## src/hw/ahb_defs.svh

```systemverilog
`ifndef AHB_DEFS_SVH
`define AHB_DEFS_SVH

// ------------------------------
// Bus widths
// ------------------------------

// Byte address width on every layer and on the slave side
`define AHB_ADDR_W 32

// Read and write data width
`define AHB_DATA_W 32

// ------------------------------
// Matrix shape
// ------------------------------

// Upstream AHB layers sharing the slave
`define NUM_PORTS 2

// Memory depth in 32-bit words
// Byte addresses at or above 4 * MEM_WORDS get an ERROR response
`define MEM_WORDS 256

`endif

```

## src/hw/ahb_pkg.sv

```systemverilog
`default_nettype none

package ahb_pkg;

  // HTRANS encoding
  typedef enum logic [1:0] {
    HTRANS_IDLE   = 2'b00,  // No transfer
    HTRANS_BUSY   = 2'b01,  // Gap inside a burst
    HTRANS_NONSEQ = 2'b10,  // Single or first beat
    HTRANS_SEQ    = 2'b11   // Later beats of a burst
  } htrans_t;

  // HBURST encoding
  typedef enum logic [2:0] {
    HBURST_SINGLE = 3'b000,
    HBURST_INCR   = 3'b001,  // Undefined length
    HBURST_WRAP4  = 3'b010,
    HBURST_INCR4  = 3'b011,
    HBURST_WRAP8  = 3'b100,
    HBURST_INCR8  = 3'b101,
    HBURST_WRAP16 = 3'b110,
    HBURST_INCR16 = 3'b111
  } hburst_t;

  // HSIZE encoding, memory only handles words
  typedef enum logic [2:0] {
    HSIZE_BYTE   = 3'b000,
    HSIZE_HALF   = 3'b001,
    HSIZE_WORD   = 3'b010,
    HSIZE_DWORD  = 3'b011,
    HSIZE_4WORD  = 3'b100,
    HSIZE_8WORD  = 3'b101,
    HSIZE_16WORD = 3'b110,
    HSIZE_32WORD = 3'b111
  } hsize_t;

  // HRESP encoding
  typedef enum logic [1:0] {
    HRESP_OKAY  = 2'b00,
    HRESP_ERROR = 2'b01   // Always two cycles
  } hresp_t;

endpackage

`default_nettype wire

```

## src/hw/matrix_pkg.sv

```systemverilog
`default_nettype none

`include "ahb_defs.svh"

package matrix_pkg;

  // One address phase as it travels through the matrix
  typedef struct packed {
    logic                   sel;    // HSEL
    logic [`AHB_ADDR_W-1:0] addr;   // Byte address
    ahb_pkg::htrans_t       trans;
    logic                   write;  // 1 for write
    ahb_pkg::hsize_t        size;
    ahb_pkg::hburst_t       burst;
  } addr_ctrl_t;

  // Slave feedback to a layer
  typedef struct packed {
    logic             readyout;  // HREADYOUT
    ahb_pkg::hresp_t  resp;      // HRESP
  } slave_rsp_t;

  // Address phase driven when nobody owns the slave
  localparam addr_ctrl_t IDLE_REQ = '{
    sel:   1'b0,
    addr:  '0,
    trans: ahb_pkg::HTRANS_IDLE,
    write: 1'b0,
    size:  ahb_pkg::HSIZE_WORD,
    burst: ahb_pkg::HBURST_SINGLE
  };

endpackage

`default_nettype wire

```

## src/hw/ahb_out_arbiter.sv

```systemverilog
`timescale 1ns/1ps
`default_nettype none

`include "ahb_defs.svh"

module ahb_out_arbiter (
  input  wire logic                   HCLK,
  input  wire logic                   HRESETn,
  input  wire logic [`NUM_PORTS-1:0]  held_tran,
  input  wire matrix_pkg::addr_ctrl_t stage_req  [`NUM_PORTS],
  input  wire logic [`AHB_DATA_W-1:0] port_wdata [`NUM_PORTS],
  input  wire matrix_pkg::slave_rsp_t slave_rsp,
  output logic [`NUM_PORTS-1:0]       active,
  output matrix_pkg::addr_ctrl_t      mem_req,
  output logic [`AHB_DATA_W-1:0]      mem_wdata
);

  localparam int OWNER_W = $clog2(`NUM_PORTS);

  // ------------------------------
  // Local signals
  // ------------------------------

  logic [OWNER_W-1:0]     dph_owner_q;  // Owner of the phase now in data phase
  logic [OWNER_W-1:0]     pick;         // Fixed-priority winner
  logic [OWNER_W-1:0]     grant;        // Address phase owner this cycle
  logic                   any_req;
  logic                   burst_lock;
  matrix_pkg::addr_ctrl_t owner_req;    // Current request of the last owner

  assign any_req = |held_tran;

  // Lowest index wins, scan from the top so port 0 lands last
  always_comb
  begin
    pick = '0;
    for (int i = `NUM_PORTS - 1; i >= 0; i--)
    begin
      if (held_tran[i])
        pick = OWNER_W'(i);
    end
  end

  // ------------------------------
  // Burst lock
  // ------------------------------

  // Owner keeps the slave through SEQ and BUSY beats
  assign owner_req  = stage_req[dph_owner_q];
  assign burst_lock = owner_req.sel &&
                      (owner_req.trans == ahb_pkg::HTRANS_SEQ ||
                       owner_req.trans == ahb_pkg::HTRANS_BUSY);

  assign grant = burst_lock ? dph_owner_q : pick;

  // Owner only moves on when the slave finishes a data phase
  always_ff @(posedge HCLK)
  begin
    if (!HRESETn)
      dph_owner_q <= '0;
    else if (slave_rsp.readyout)
      dph_owner_q <= grant;
  end

  // ------------------------------
  // Slave side
  // ------------------------------

  // Address phase mux
  always_comb
  begin
    if (burst_lock || any_req)
      mem_req = stage_req[grant];  // Includes BUSY of a locked burst
    else
      mem_req = matrix_pkg::IDLE_REQ;
  end

  // Write data belongs to the data-phase owner
  assign mem_wdata = port_wdata[dph_owner_q];

  // Only a requesting owner is told it is on the slave
  always_comb
  begin
    for (int i = 0; i < `NUM_PORTS; i++)
      active[i] = held_tran[i] && (grant == OWNER_W'(i));
  end

endmodule

`default_nettype wire

```

## config.mk

```make
export PLATFORM = sky130hd
export DESIGN_NAME = ahb_out_arbiter
export DESIGN_NICKNAME = d
export VERILOG_FILES = /design/src/hw/ahb_pkg.sv /design/src/hw/matrix_pkg.sv /design/src/hw/ahb_out_arbiter.sv
export VERILOG_INCLUDE_DIRS = /design/src /design/src/hw
export SDC_FILE = /design/constraint.sdc
export NUM_CORES = 1
export LEC_CHECK = 0
export BUFFER_PORTS_ARGS = -buffer_cell sky130_fd_sc_hd__buf_2
export CORE_AREA = 4 4 88 90
export DETAILED_ROUTE_END_ITERATION = 6
export DIE_AREA = 0 0 92 94
export GPL_ROUTABILITY_DRIVEN = 0
export MAX_ROUTING_LAYER = met4
export PLACE_DENSITY = 0.6
export SYNTH_ARGS = -nofsm -noshare
export SYNTH_HDL_FRONTEND = slang
export SYNTH_SLANG_ARGS = --single-unit
```

## constraint.sdc

```tcl
create_clock -name HCLK -period 2 [get_ports HCLK]
set_clock_uncertainty 0.05 [all_clocks]
set_input_delay 0.4 -clock HCLK [delete_from_list [all_inputs] [get_ports HCLK]]
set_output_delay 0.4 -clock HCLK [all_outputs]
set_load 0.05 [all_outputs]
```

# After elaboration in Yosys (flattened, before gate mapping)
# Index checks and enable logic that the tools add are counted.
classes:
  muxes: 13
  order_cmp: 2
  eq_ne: 2
  n_reduce_logical: 6
  bitwise: 3
op_table:
  columns: ["cell", "count"]
  rows:
  - ["two-way mux 42 bit", 7]
  - ["two-way mux 32 bit", 3]
  - [">= comparator 2 bit, second input constant", 2]
  - ["NOT 1 -> 2 bit", 2]
  - ["logical AND 1 bit", 3]
  - ["two-way mux 1 bit", 3]
  - ["equality test 2 x 1 -> 1 bit, second input constant", 1]
  - ["equality test 2 bit, second input constant", 1]
  - ["logical OR 1 bit", 2]
  - ["OR reduction 2 bit", 1]
  - ["NOT 1 bit", 1]
word_totals:
  input_bits: 155
  register_bits: 1

# Longest topological paths before layout
depth:
  depth_word: 13
  mapped_depth: 6
  ltp_nobuf: 3

# Least setup slack after synthesis
# OpenSTA, ideal clock, no wires.
synth_timing:
  path_type: "register to output"
  from: "register dph_owner_q"
  to: "output port mem_req[41] in the netlist's numbering"
  t_required_ns: 1.550
  path_stages_with_launch: 5
  arrival_ns: 1.854
  path_slack_ns: -0.304
  n_path_buf: 1
  cell_sequence: "dfxtp_1 buf_4 and3b_1 a211oi_1 o21ai_0"
synth_rtl:
  columns: ["element", "line_no", "rtl"]
  rows:
  - ["start: declaration", "ahb_out_arbiter.sv:24", "logic [OWNER_W-1:0] dph_owner_q;"]
  - ["start signal: assignment", "ahb_out_arbiter.sv:62", "dph_owner_q <= grant;"]
  - ["end: declaration", "ahb_out_arbiter.sv:14", "output matrix_pkg::addr_ctrl_t mem_req,"]

==> run_results.csv <==
group,metric,value,unit
floorplan,io_pins,231,
place,dp_hpwl,5170,µm
detailed_routing,initialDrtViolationCount,27,
floorplan,fp.dieH,94,µm
cts,postCtsHoldBufs,0,
floorplan,std_cell_rows,31,
global_routing,grt_pass1_vias,1779,
pwr,netSwitchingFraction,0.581,
finish,syn2layout_area_growth,205,%
global_routing,grt_pass1_wl,8560,µm
min_path,hp-class,"primary input to flip-flop",
flow_run,maxCapViolations,0,
global_routing,overflow,0,
synth,ys_seq_elements,1,
global_routing,antenna_found_initial,1,
worst_setup_path,critical_path_class,"primary input to output pin",
pwr,seqPwrFrac,0.018,
finish,regMostFlops,"dph_owner_q",
cts,clkTransAtPathRegs,0,ps
detailed_routing,avgViaCountPerCell,4.31,
sta,whs,549,ps
synth,synthCells,104,
floorplan,die_w,92,µm
synth,synth_nets,259,
finish,reg_top3,"dph_owner_q x1",
detailed_routing,wl,7250,µm
worst_setup_path,crit_fanout,8,
global_routing,grt_max_degree,41,
place,io_buffer_count,228,
global_routing,grt_use_total,0.121,
synth,synthesis.area,930,µm²
floorplan,core_region_area,7060,µm²
worst_setup_path,arrival,1530,ps
pwr,p_per_area,471,nW/µm²
finish,fin_util,0.402,
synth,synth.area.top_cells,"mux2_2 (39%), a22o_1 (37%), buf_2 (4.8%)",
detailed_routing,vias,1914,
floorplan,die_area,8650,µm²
worst_setup_path,startpoint,"held_tran[0]",
worst_setup_path,path_cells,"buf_8 > buf_6 > a21oi_4 > a21oi_4 > buf_12 > clkbuf_16 > a22o_1 > buf_4",
synth,synth.yosys.warnings,0,
floorplan,start_util,0.132,
cts,clk_latency,0,ps
pwr,comb_power_share,0.982,
pwr,total_power,1.34,mW
synth,ys_types,20,
worst_setup_path,crit_path_top_delay_cell,"a22o_1",
pwr,pwr-share-clk,0,
finish,largest_reg_flops,1,
finish,fin_nets,501,
worst_setup_path,r2r_start,"dph_owner_q",
sta,period_minus_slack,1980,ps
finish,drive_gt1_frac,0.849,
finish,final_cells,444,
pwr,internal_power,0.560,mW
sta,clock.fmax,504,MHz
worst_setup_path,required,1550,ps
detailed_routing,ant_nets,0,
detailed_routing,dr.pass1.iters,4,
sta,slew_headroom,0.817,
worst_setup_path,endpoint_kind,"output pin",
worst_setup_path,r2r_end,"dph_owner_q",
sta,timing.final.setup_violations,0,
detailed_routing,drc,0,
detailed_routing,post_drt_wl_per_cell,16.3,µm
synth,synth_top_area_share,0.388,
synth,synth-seq-area-share,0.0215,
sta,tightest_slew,277,ps
sta,finalMaxSlewViolations,0,
worst_setup_path,worst_setup_path_start_kind,"primary input",
run_status,status,"finished, final reports clean",
pwr,peakVddDrop,0.000177,V
worst_setup_path,crit_end,"mem_req[23]",
worst_setup_path,reg2reg_slack,730,ps
pwr,p_sw,0.777,mW
sta,hold_viol_final,0,
worst_setup_path,r2r_cells,4,
worst_setup_path,max_stage_delay,220,ps
place,post-place-cells,429,
pwr,power_leakage,1.52,nW
worst_setup_path,crit_top_cell,"a21oi_4",
synth,avgSynthCellArea,8.94,µm²
sta,min_period_over_period,0.992,
synth,synth_top_area_cell,"mux2_2",
-- metrics by stage --
step	TNS, ps	setup slack [ps]	instance area, µm²
final	0	15.4	2840
after global routing	-63.0	-16.2	2840
after CTS	0	0.124	2430
after detailed placement	-1720	-80.1	2290
after global placement	-1040	-65.5	2290
after floorplan	0	47.1	936
-- area by class of cell --
class | instances | area (µm²)
Antenna cell | 1 | 2.50
Fill cell | 706 | 4220
Inverter | 1 | 3.75
Multi-Input combinational cell | 90 | 892
Sequential cell | 1 | 20.0
Tap cell | 99 | 124
Timing Repair Buffer | 252 | 1800
-- cell usage after synthesis --
cell type / instances
a22o_1: 39
mux2_2: 32
buf_2: 9
nor2b_1: 3
o21ai_0: 3
a211oi_1: 2
a21oi_1: 2
buf_6: 2
a21bo_2: 1
a21oi_2: 1
a2bb2oi_1: 1
and2_1: 1
and3b_1: 1
buf_4: 1
dfxtp_1: 1
inv_1: 1
nand2b_1: 1
nand3_1: 1
o21a_1: 1
o21ai_2: 1
-- placed cells by master (no fill, tap or decap) --
| master | n |
|---|---|
| buf_2 | 185 |
| buf_6 | 38 |
| a22o_1 | 37 |
| mux2_2 | 32 |
| buf_4 | 13 |
| buf_12 | 9 |
| clkbuf_16 | 6 |
| nor2b_1 | 3 |
| a21oi_4 | 2 |
| a22o_4 | 2 |
| a211oi_1 | 2 |
| o21ai_1 | 2 |
| diode_2 | 1 |
| a21bo_4 | 1 |
| and3b_1 | 1 |
| nand2b_1 | 1 |
| nand3_2 | 1 |
| o21ai_4 | 1 |
| o21a_1 | 1 |
| inv_1 | 1 |
| a2bb2oi_2 | 1 |
| and2_1 | 1 |
| o21ai_0 | 1 |
| a21oi_1 | 1 |
| dfxtp_1 | 1 |
| buf_8 | 1 |
-- routing by layer --
metal | GRT usage | wire [µm] | vias to the layer above
li1 | - | - | 917
met3 | 0.0208 | 742 | 2
met5 | - | 0 | -
met1 | 0.149 | 2670 | 843
met2 | 0.220 | 3830 | 152
met4 | 0.00124 | 8 | 0
-- how the worst min path moves through the flow --
stage	from	end	slack, ps	depth (start not counted)
after global placement	slave_rsp[2]	dph_owner_q	540	2
final	slave_rsp[2]	dph_owner_q	550	2
after floorplan	slave_rsp[2]	dph_owner_q	440	1
after detailed placement	slave_rsp[2]	dph_owner_q	560	2
after CTS	slave_rsp[2]	dph_owner_q	560	2
after global routing	slave_rsp[2]	dph_owner_q	570	2
-- cells by family after synthesis --
| kind of cell | count (synthesis) | share of synthesized area |
|---|---|---|
| buf+inv | 13 | 0.0848 |
| mux | 32 | 0.388 |
| flops | 1 | 0.0215 |
| compound gates | 51 | 0.458 |
| simple gates | 7 | 0.0485 |
-- worst max-delay path, delay by kind of cell --
family	cells	cell delay, ps
buffers and inverters	5	720
AOI/OAI and AO/OA	3	400
-- power by group through the flow --
stage | clock network [mW] | registers (mW) | logic, mW
2_1_floorplan | 0 | 0.0219 | 0.745
3_3_place_gp | 0 | 0.0235 | 1.08
3_5_place_dp | 0 | 0.0237 | 1.09
4_1_cts | 0 | 0.0237 | 1.15
5_1_grt | 0.00000000000327 | 0.0242 | 1.37
6_report | 0.00000134 | 0.0238 | 1.31
-- what timing repair did --
| item | 4_1_cts | 5_1_grt |
|---|---|---|
| setup endpoints to repair | 39 | 38 |
| resized for setup | 47 | 36 |
| gates cloned | 0 | 11 |
| pin swaps | 0 | 25 |
| buffers inserted | 0 | 3 |
Power figures use the tool's default switching activity.
