**src/hw/ahb_defs.svh**
```systemverilog
`ifndef AHB_DEFS_SVH
`define AHB_DEFS_SVH

// ------------------------------
// Bus widths
// ------------------------------

// Byte address width on every layer and on the slave side
`define AHB_ADDR_W 32

// Read and write data width
`define AHB_DATA_W 32

// ------------------------------
// Matrix shape
// ------------------------------

// Upstream AHB layers sharing the slave
`define NUM_PORTS 2

// Memory depth in 32-bit words
// Byte addresses at or above 4 * MEM_WORDS get an ERROR response
`define MEM_WORDS 256

`endif

```
**src/hw/ahb_pkg.sv**
```systemverilog
`default_nettype none

package ahb_pkg;

  // HTRANS encoding
  typedef enum logic [1:0] {
    HTRANS_IDLE   = 2'b00,  // No transfer
    HTRANS_BUSY   = 2'b01,  // Gap inside a burst
    HTRANS_NONSEQ = 2'b10,  // Single or first beat
    HTRANS_SEQ    = 2'b11   // Later beats of a burst
  } htrans_t;

  // HBURST encoding
  typedef enum logic [2:0] {
    HBURST_SINGLE = 3'b000,
    HBURST_INCR   = 3'b001,  // Undefined length
    HBURST_WRAP4  = 3'b010,
    HBURST_INCR4  = 3'b011,
    HBURST_WRAP8  = 3'b100,
    HBURST_INCR8  = 3'b101,
    HBURST_WRAP16 = 3'b110,
    HBURST_INCR16 = 3'b111
  } hburst_t;

  // HSIZE encoding, memory only handles words
  typedef enum logic [2:0] {
    HSIZE_BYTE   = 3'b000,
    HSIZE_HALF   = 3'b001,
    HSIZE_WORD   = 3'b010,
    HSIZE_DWORD  = 3'b011,
    HSIZE_4WORD  = 3'b100,
    HSIZE_8WORD  = 3'b101,
    HSIZE_16WORD = 3'b110,
    HSIZE_32WORD = 3'b111
  } hsize_t;

  // HRESP encoding
  typedef enum logic [1:0] {
    HRESP_OKAY  = 2'b00,
    HRESP_ERROR = 2'b01   // Always two cycles
  } hresp_t;

endpackage

`default_nettype wire

```
**src/hw/matrix_pkg.sv**
```systemverilog
`default_nettype none

`include "ahb_defs.svh"

package matrix_pkg;

  // One address phase as it travels through the matrix
  typedef struct packed {
    logic                   sel;    // HSEL
    logic [`AHB_ADDR_W-1:0] addr;   // Byte address
    ahb_pkg::htrans_t       trans;
    logic                   write;  // 1 for write
    ahb_pkg::hsize_t        size;
    ahb_pkg::hburst_t       burst;
  } addr_ctrl_t;

  // Slave feedback to a layer
  typedef struct packed {
    logic             readyout;  // HREADYOUT
    ahb_pkg::hresp_t  resp;      // HRESP
  } slave_rsp_t;

  // Address phase driven when nobody owns the slave
  localparam addr_ctrl_t IDLE_REQ = '{
    sel:   1'b0,
    addr:  '0,
    trans: ahb_pkg::HTRANS_IDLE,
    write: 1'b0,
    size:  ahb_pkg::HSIZE_WORD,
    burst: ahb_pkg::HBURST_SINGLE
  };

endpackage

`default_nettype wire

```
**src/hw/ahb_in_stage.sv**
```systemverilog
`timescale 1ns/1ps
`default_nettype none

module ahb_in_stage (
  input  wire logic                   HCLK,
  input  wire logic                   HRESETn,
  input  wire matrix_pkg::addr_ctrl_t layer_req,    // Address phase from the layer
  input  wire logic                   layer_ready,  // Layer HREADY
  input  wire logic                   active,       // Our stage_req is on the slave
  input  wire matrix_pkg::slave_rsp_t slave_rsp,
  output logic                        held_tran,    // Request to the arbiter
  output matrix_pkg::addr_ctrl_t      stage_req,
  output matrix_pkg::slave_rsp_t      layer_rsp     // HREADYOUT / HRESP to the layer
);

  // ------------------------------
  // Local signals
  // ------------------------------

  matrix_pkg::addr_ctrl_t hold_q;      // Holding register
  logic                   pend_q;      // Held transfer not yet issued
  logic                   pend_d;
  logic                   data_valid_q; // Layer is in a data phase to us
  logic                   addr_valid;
  logic                   load_reg;

  // Real transfer on the layer, IDLE and BUSY excluded
  assign addr_valid = layer_req.sel &&
                      (layer_req.trans == ahb_pkg::HTRANS_NONSEQ ||
                       layer_req.trans == ahb_pkg::HTRANS_SEQ);

  assign load_reg = addr_valid && layer_ready;  // Accepted this edge

  // Capture every accepted phase, only read back while pending
  always_ff @(posedge HCLK)
  begin
    if (load_reg)
      hold_q <= layer_req;
  end

  // Data phase tracking follows the layer HREADY
  always_ff @(posedge HCLK)
  begin
    if (!HRESETn)
      data_valid_q <= 1'b0;
    else if (layer_ready)
      data_valid_q <= addr_valid;
  end

  // ------------------------------
  // Pending transfer
  // ------------------------------

  // Stays set until the slave takes our phase
  assign pend_d = held_tran && !(active && slave_rsp.readyout);

  always_ff @(posedge HCLK)
  begin
    if (!HRESETn)
      pend_q <= 1'b0;
    else
      pend_q <= pend_d;
  end

  assign held_tran = load_reg || pend_q;  // New phase or parked one

  // Held phase replayed as a fresh NONSEQ
  always_comb
  begin
    if (pend_q)
    begin
      stage_req       = hold_q;
      stage_req.sel   = 1'b1;
      stage_req.trans = ahb_pkg::HTRANS_NONSEQ;  // SEQ beat restarts cleanly
    end
    else
      stage_req = layer_req;  // Straight through
  end

  // ------------------------------
  // Layer response
  // ------------------------------

  always_comb
  begin
    if (!data_valid_q)
    begin
      layer_rsp.readyout = 1'b1;  // Idle layer never waits
      layer_rsp.resp     = ahb_pkg::HRESP_OKAY;
    end
    else if (pend_q)
    begin
      layer_rsp.readyout = 1'b0;  // Stall until issued
      layer_rsp.resp     = ahb_pkg::HRESP_OKAY;
    end
    else
      layer_rsp = slave_rsp;  // Our data phase on the slave
  end

endmodule

`default_nettype wire

```
**config.mk**
```make
export PLATFORM = sky130hd
export DESIGN_NAME = ahb_in_stage
export DESIGN_NICKNAME = d
export VERILOG_FILES = /design/src/hw/ahb_pkg.sv /design/src/hw/matrix_pkg.sv /design/src/hw/ahb_in_stage.sv
export VERILOG_INCLUDE_DIRS = /design/src /design/src/hw
export SDC_FILE = /design/constraint.sdc
export NUM_CORES = 1
export LEC_CHECK = 0
export BUFFER_PORTS_ARGS = -buffer_cell sky130_fd_sc_hd__buf_2
export CORE_MARGIN = 3
export CORE_UTILIZATION = 40
export CTS_BUF_LIST = sky130_fd_sc_hd__clkbuf_2 sky130_fd_sc_hd__clkbuf_4 sky130_fd_sc_hd__clkbuf_8
export CTS_CLUSTER_DIAMETER = 50
export DETAILED_ROUTE_END_ITERATION = 10
export PLACE_DENSITY_LB_ADDON = 0.3
export SLEW_MARGIN = 20
export SYNTH_ARGS = -nofsm -noshare
export SYNTH_HDL_FRONTEND = slang
export SYNTH_SLANG_ARGS = --single-unit
```
**constraint.sdc**
```tcl
create_clock -name HCLK -period 1.6 [get_ports HCLK]
set_clock_uncertainty 0.05 [all_clocks]
set_input_delay 0.16 -clock HCLK [delete_from_list [all_inputs] [get_ports HCLK]]
set_output_delay 0.16 -clock HCLK [all_outputs]
set_load 0.01 [all_outputs]
```
* Word-level counts from Yosys, hierarchy flattened
Cells that the tools add are included.
** Cells by class
- Add/subtract/negate cells :: 0
- Equality and inequality tests :: 2
- Multiply operators :: 0
- Mux-type cells :: 3
- Divide/modulo/power cells :: 0
- Order comparisons :: 0
- Reductions and logical operators :: 7
- Shift operators :: 0
- Bitwise logic cells :: 0
** Operators by type and width (number)
- two-way mux 42 bit :: 1
- two-way mux 3 bit :: 2
- == test 2 bit (second input constant) :: 2
- logical AND 1 bit :: 4
- logical OR 1 bit :: 2
- zero test 1 bit :: 1
** Word-level totals
- Flip-flop bits (word level) :: 41
- Memories :: 0
- Memory bits (read-only) :: 0
- Bits in writable memories :: 0
- Latch bits :: 0

* Depth between registers and ports, before layout
- Depth after elaboration :: 6
- Mapped depth :: 3
- Mapped depth without buffers :: 2

* Worst setup path before layout
No wires, ideal clock.
- Kind :: in2reg
- From :: input layer_req[41] (netlist name)
- To :: register hold_q[0] (netlist name), enable pin
- Path buffers :: 0
- Stages :: 1
- Setup slack :: -0.023 ns
- Library setup time :: 0.401 ns
- Required time :: 1.149 ns
- Arrival :: 1.172 ns
- Cell sequence :: and3_1
** On the way
- Longest elaborated chain between the ends :: 2
** Ends and longest elaborated chain
- from (decl) :: RTL line ahb_in_stage.sv:7 : input wire matrix_pkg::addr_ctrl_t layer_req,
- logical AND 1 bit :: RTL line ahb_in_stage.sv:28 : assign addr_valid = layer_req.sel &&
- logical AND 1 bit :: RTL line ahb_in_stage.sv:32 : assign load_reg = addr_valid && layer_ready;
- to (signal assigned) :: RTL line ahb_in_stage.sv:38 : hold_q <= layer_req;
- to (decl) :: RTL line ahb_in_stage.sv:20 : matrix_pkg::addr_ctrl_t hold_q;
No other way between the ends.
A chain may end at the register's enable or synchronous reset.

==> metrics.yaml <==
status:
  status: "finished, violations left"
  violations: "setup timing"
worst_setup_path:
  max_stage_delay_ns: 0.46
  rr_endpoint: "pend_q$_SDFF_PN0_"
  required_ns: 1.39
  crit_buf_inv: 2
  worstPathArrival_ns: 1.39
  end_kind: "output pin"
  path_class: "register to output pin"
  cp_top_family: "flip-flops"
  start_kind: "register"
  reg2regPathDepth: 3
  path_cells: "buf_12 -> mux2_2 -> buf_6"
  r2r_start: "pend_q$_SDFF_PN0_"
  r2r_slack_ns: 0.50
  cpMaxStageDelayCell: "dfxtp_4"
  crit_fanout: 11
job:
  cap_viol_max_count: 0
cells_and_area:
  finalInstanceArea_mm2: 0.00287
  final_nets: 254
  layout-drive-gt1-share: 0.743
  syn2layout_area_growth_pct: 47.4
  diodes: 0
worst_hold_path:
  hold_end: "hold_q[2]$_DFFE_PP_"
  hold_start: "layer_req[2]"
  hold_path_class: "input port to register"
  min_delay_path_depth: 1
power:
  combinationalPowerShare: 0.192
  p_seq_frac: 0.524
  power_density_mw_per_mm2: 830
  power.leakage_nw: 1.25
  power.switching_mw: 0.507
  clock_power_share: 0.284
  intPower_mw: 1.87
  irDropWorstVdd_v: 0.000596
  swShare: 0.213
sta:
  fmax_mhz: 625
  finalWorstSetupSlack_ns: -0.00120
  setup_viol: 1
  fin_crit_sh: 1.00
  max_slew_margin: 0.807
  rsz0062_at_grt: "yes"
  worst_slew_pin_slew_ns: 0.290
  maxSlewViolCount: 0
  fin_crit_ns: 1.60
  hold_viol: 0
synthesis:
  synth_fp_nets: 147
  synth_area_leaders: "edfxtp_1, mux2_4, buf_12"
  avgSynthCellArea_um2: 19.8
  ys_seq_area_frac: 0.623
  netlist-cell-type-count: 15
  synth_seq_cells: 41
  synth-warning-count: 0
  synthCells: 98
  synth_top_area_cell: "edfxtp_1"
  synth_top_area_frac: 0.602
  netlist_area_mm2: 0.00194
global_routing:
  grt_pass1_wl_mm: 6.02
  grt_overflow: 0
  grt_pass1_vias: 1284
  antenna_found_initial: 0
  grt_max_degree: 24
  grtUsageTotal: 0.142
floorplan:
  rows: 24
  start_util: 0.429
  io_pins: 95
  dieArea_mm2: 0.00573
  die_h_um: 75.7
  die_width_um: 75.7
  core-area_mm2: 0.00453
detailed_routing:
  vias: 1248
  first_pass_iters: 5
  via_per_inst: 4.61
  drcViolationCount: 0
  wl_per_cell_um: 15.5
  routed_wl_mm: 4.21
  ant_nets: 0
  drt-initial-drc-count: 32
clock_tree:
  clk_pin_slew_worst_paths_ns: 0.07
  cts-htree-levels: 2
  clock_latency_ns: 0.28
  cts_tree: "done"
  cts_root_buf: "clkbuf_8"
  clk_path_buf_depth: 2
  numCtsBuffers: 5
  clock_sinks: 41
place:
  dp_hpwl_mm: 3.07
  routabilityCongestion: 0.712
  dp_slack_ns: 0.206
  dpl_cell_area_mm2: 0.00247
  io_buffer_count: 94
-- state kept, by name, summed over array words and instances (netlist names) --
| register | count |
|---|---|
| hold_q | 39 |
| data_valid_q | 1 |
| pend_q | 1 |
-- cells in the final DEF (no fill, tap or decap) --
cell type,synthesis,layout
clkbuf_16,0,1
nor2b_1,2,2
buf_12,3,2
buf_4,0,3
buf_6,2,31
nand2_1,1,1
dlygate4sd3_1,0,4
and3_1,2,1
mux2_2,5,3
dfxtp_1,2,1
o21ai_0,1,1
inv_1,1,1
mux2_4,34,36
a31o_2,1,1
or2_2,2,2
dfxtp_4,0,1
buf_2,0,63
clkbuf_4,0,3
and3b_1,2,2
clkbuf_8,0,5
buf_16,0,1
o21a_1,1,1
edfxtp_1,39,39
and3_2,0,1
-- repair_timing --
action,4_1_cts,5_1_grt
hold buffers,3,1
gates resized for setup,20,15
pin swaps,0,0
cloned,1,1
endpoints found under the hold margin,3,1
setup endpoints to repair,35,22
buffers inserted,1,0
-- how the worst max path moves through the flow --
stage / start / to / slack [ns] / cells past startpoint
after floorplan: layer_req[41] / hold_q[0]$_DFFE_PP_ / 0.40 / 1
after global placement: pend_q$_SDFF_PN0_ / stage_req[0] / 0.24 / 3
after detailed placement: pend_q$_SDFF_PN0_ / stage_req[38] / 0.21 / 3
after CTS: pend_q$_SDFF_PN0_ / stage_req[39] / -0.04 / 3
after global routing: pend_q$_SDFF_PN0_ / stage_req[38] / -0.04 / 3
final: pend_q$_SDFF_PN0_ / stage_req[40] / -0.001 / 3
-- synthesized netlist by cell type (all sizes together) --
library cell and count:
a31o 1, and3 2, and3b 2, buf 5, dfxtp 2, edfxtp 39, inv 1, mux2 39
nand2 1, nor2b 2, o21a 1, o21ai 1, or2 2
-- metal layers --
layer	GRT usage	vias to the layer above	wire [um]
li1	-	593	-
met1	0.163	597	1630
met2	0.255	53	2320
met3	0.0422	5	229
met4	0.0408	0	39
met5	0	-	0
-- power groups by stage --
stage | Clock [mW] | Sequential, mW | Combinational, mW
3_3_place_gp | 0 | 1.27 | 0.354
5_1_grt | 0.746 | 1.25 | 0.487
4_1_cts | 0.711 | 1.25 | 0.420
6_report | 0.677 | 1.25 | 0.456
2_1_floorplan | 0 | 1.26 | 0.210
3_5_place_dp | 0 | 1.27 | 0.363
-- cells by family (layout without fill, tap and decap cells) --
kind of cell | count (synthesis) | after routing | share of synthesized area
buffers and inverters | 6 | 114 | 0.0444
multiplexers | 39 | 39 | 0.292
flip-flops | 41 | 41 | 0.623
AND/OR/NAND/NOR | 9 | 9 | 0.0302
AO/OA/AOI/OAI | 3 | 3 | 0.0109
-- layout make-up --
type                    count  area [um2]
fillers                   347        1670
well taps                  65        81.3
multi-input cells          51         656
inverters                   1        3.75
repair buffers            105         820
flip-flops and latches     41        1210
clock buffers               8        91.3
-- stage by stage --
| stage | std cells | utilization | total power [mW] | hold WS (ns) | TNS, ns |
|---|---|---|---|---|---|
| final | 271 | 0.632 | 2.38 | 0.0155 | -0.00120 |
| after global routing | 271 | 0.632 | 2.49 | 0.000208 | -0.412 |
| after CTS | 269 | 0.605 | 2.38 | 0.000136 | -0.0818 |
| after detailed placement | 256 | 0.545 | 1.63 | 0.303 | 0 |
| after global placement | 256 | 0.545 | 1.62 | 0.299 | 0 |
| after floorplan | 98 | - | 1.47 | 0.209 | 0 |
Note: power is estimated with default switching activity, not from simulation.
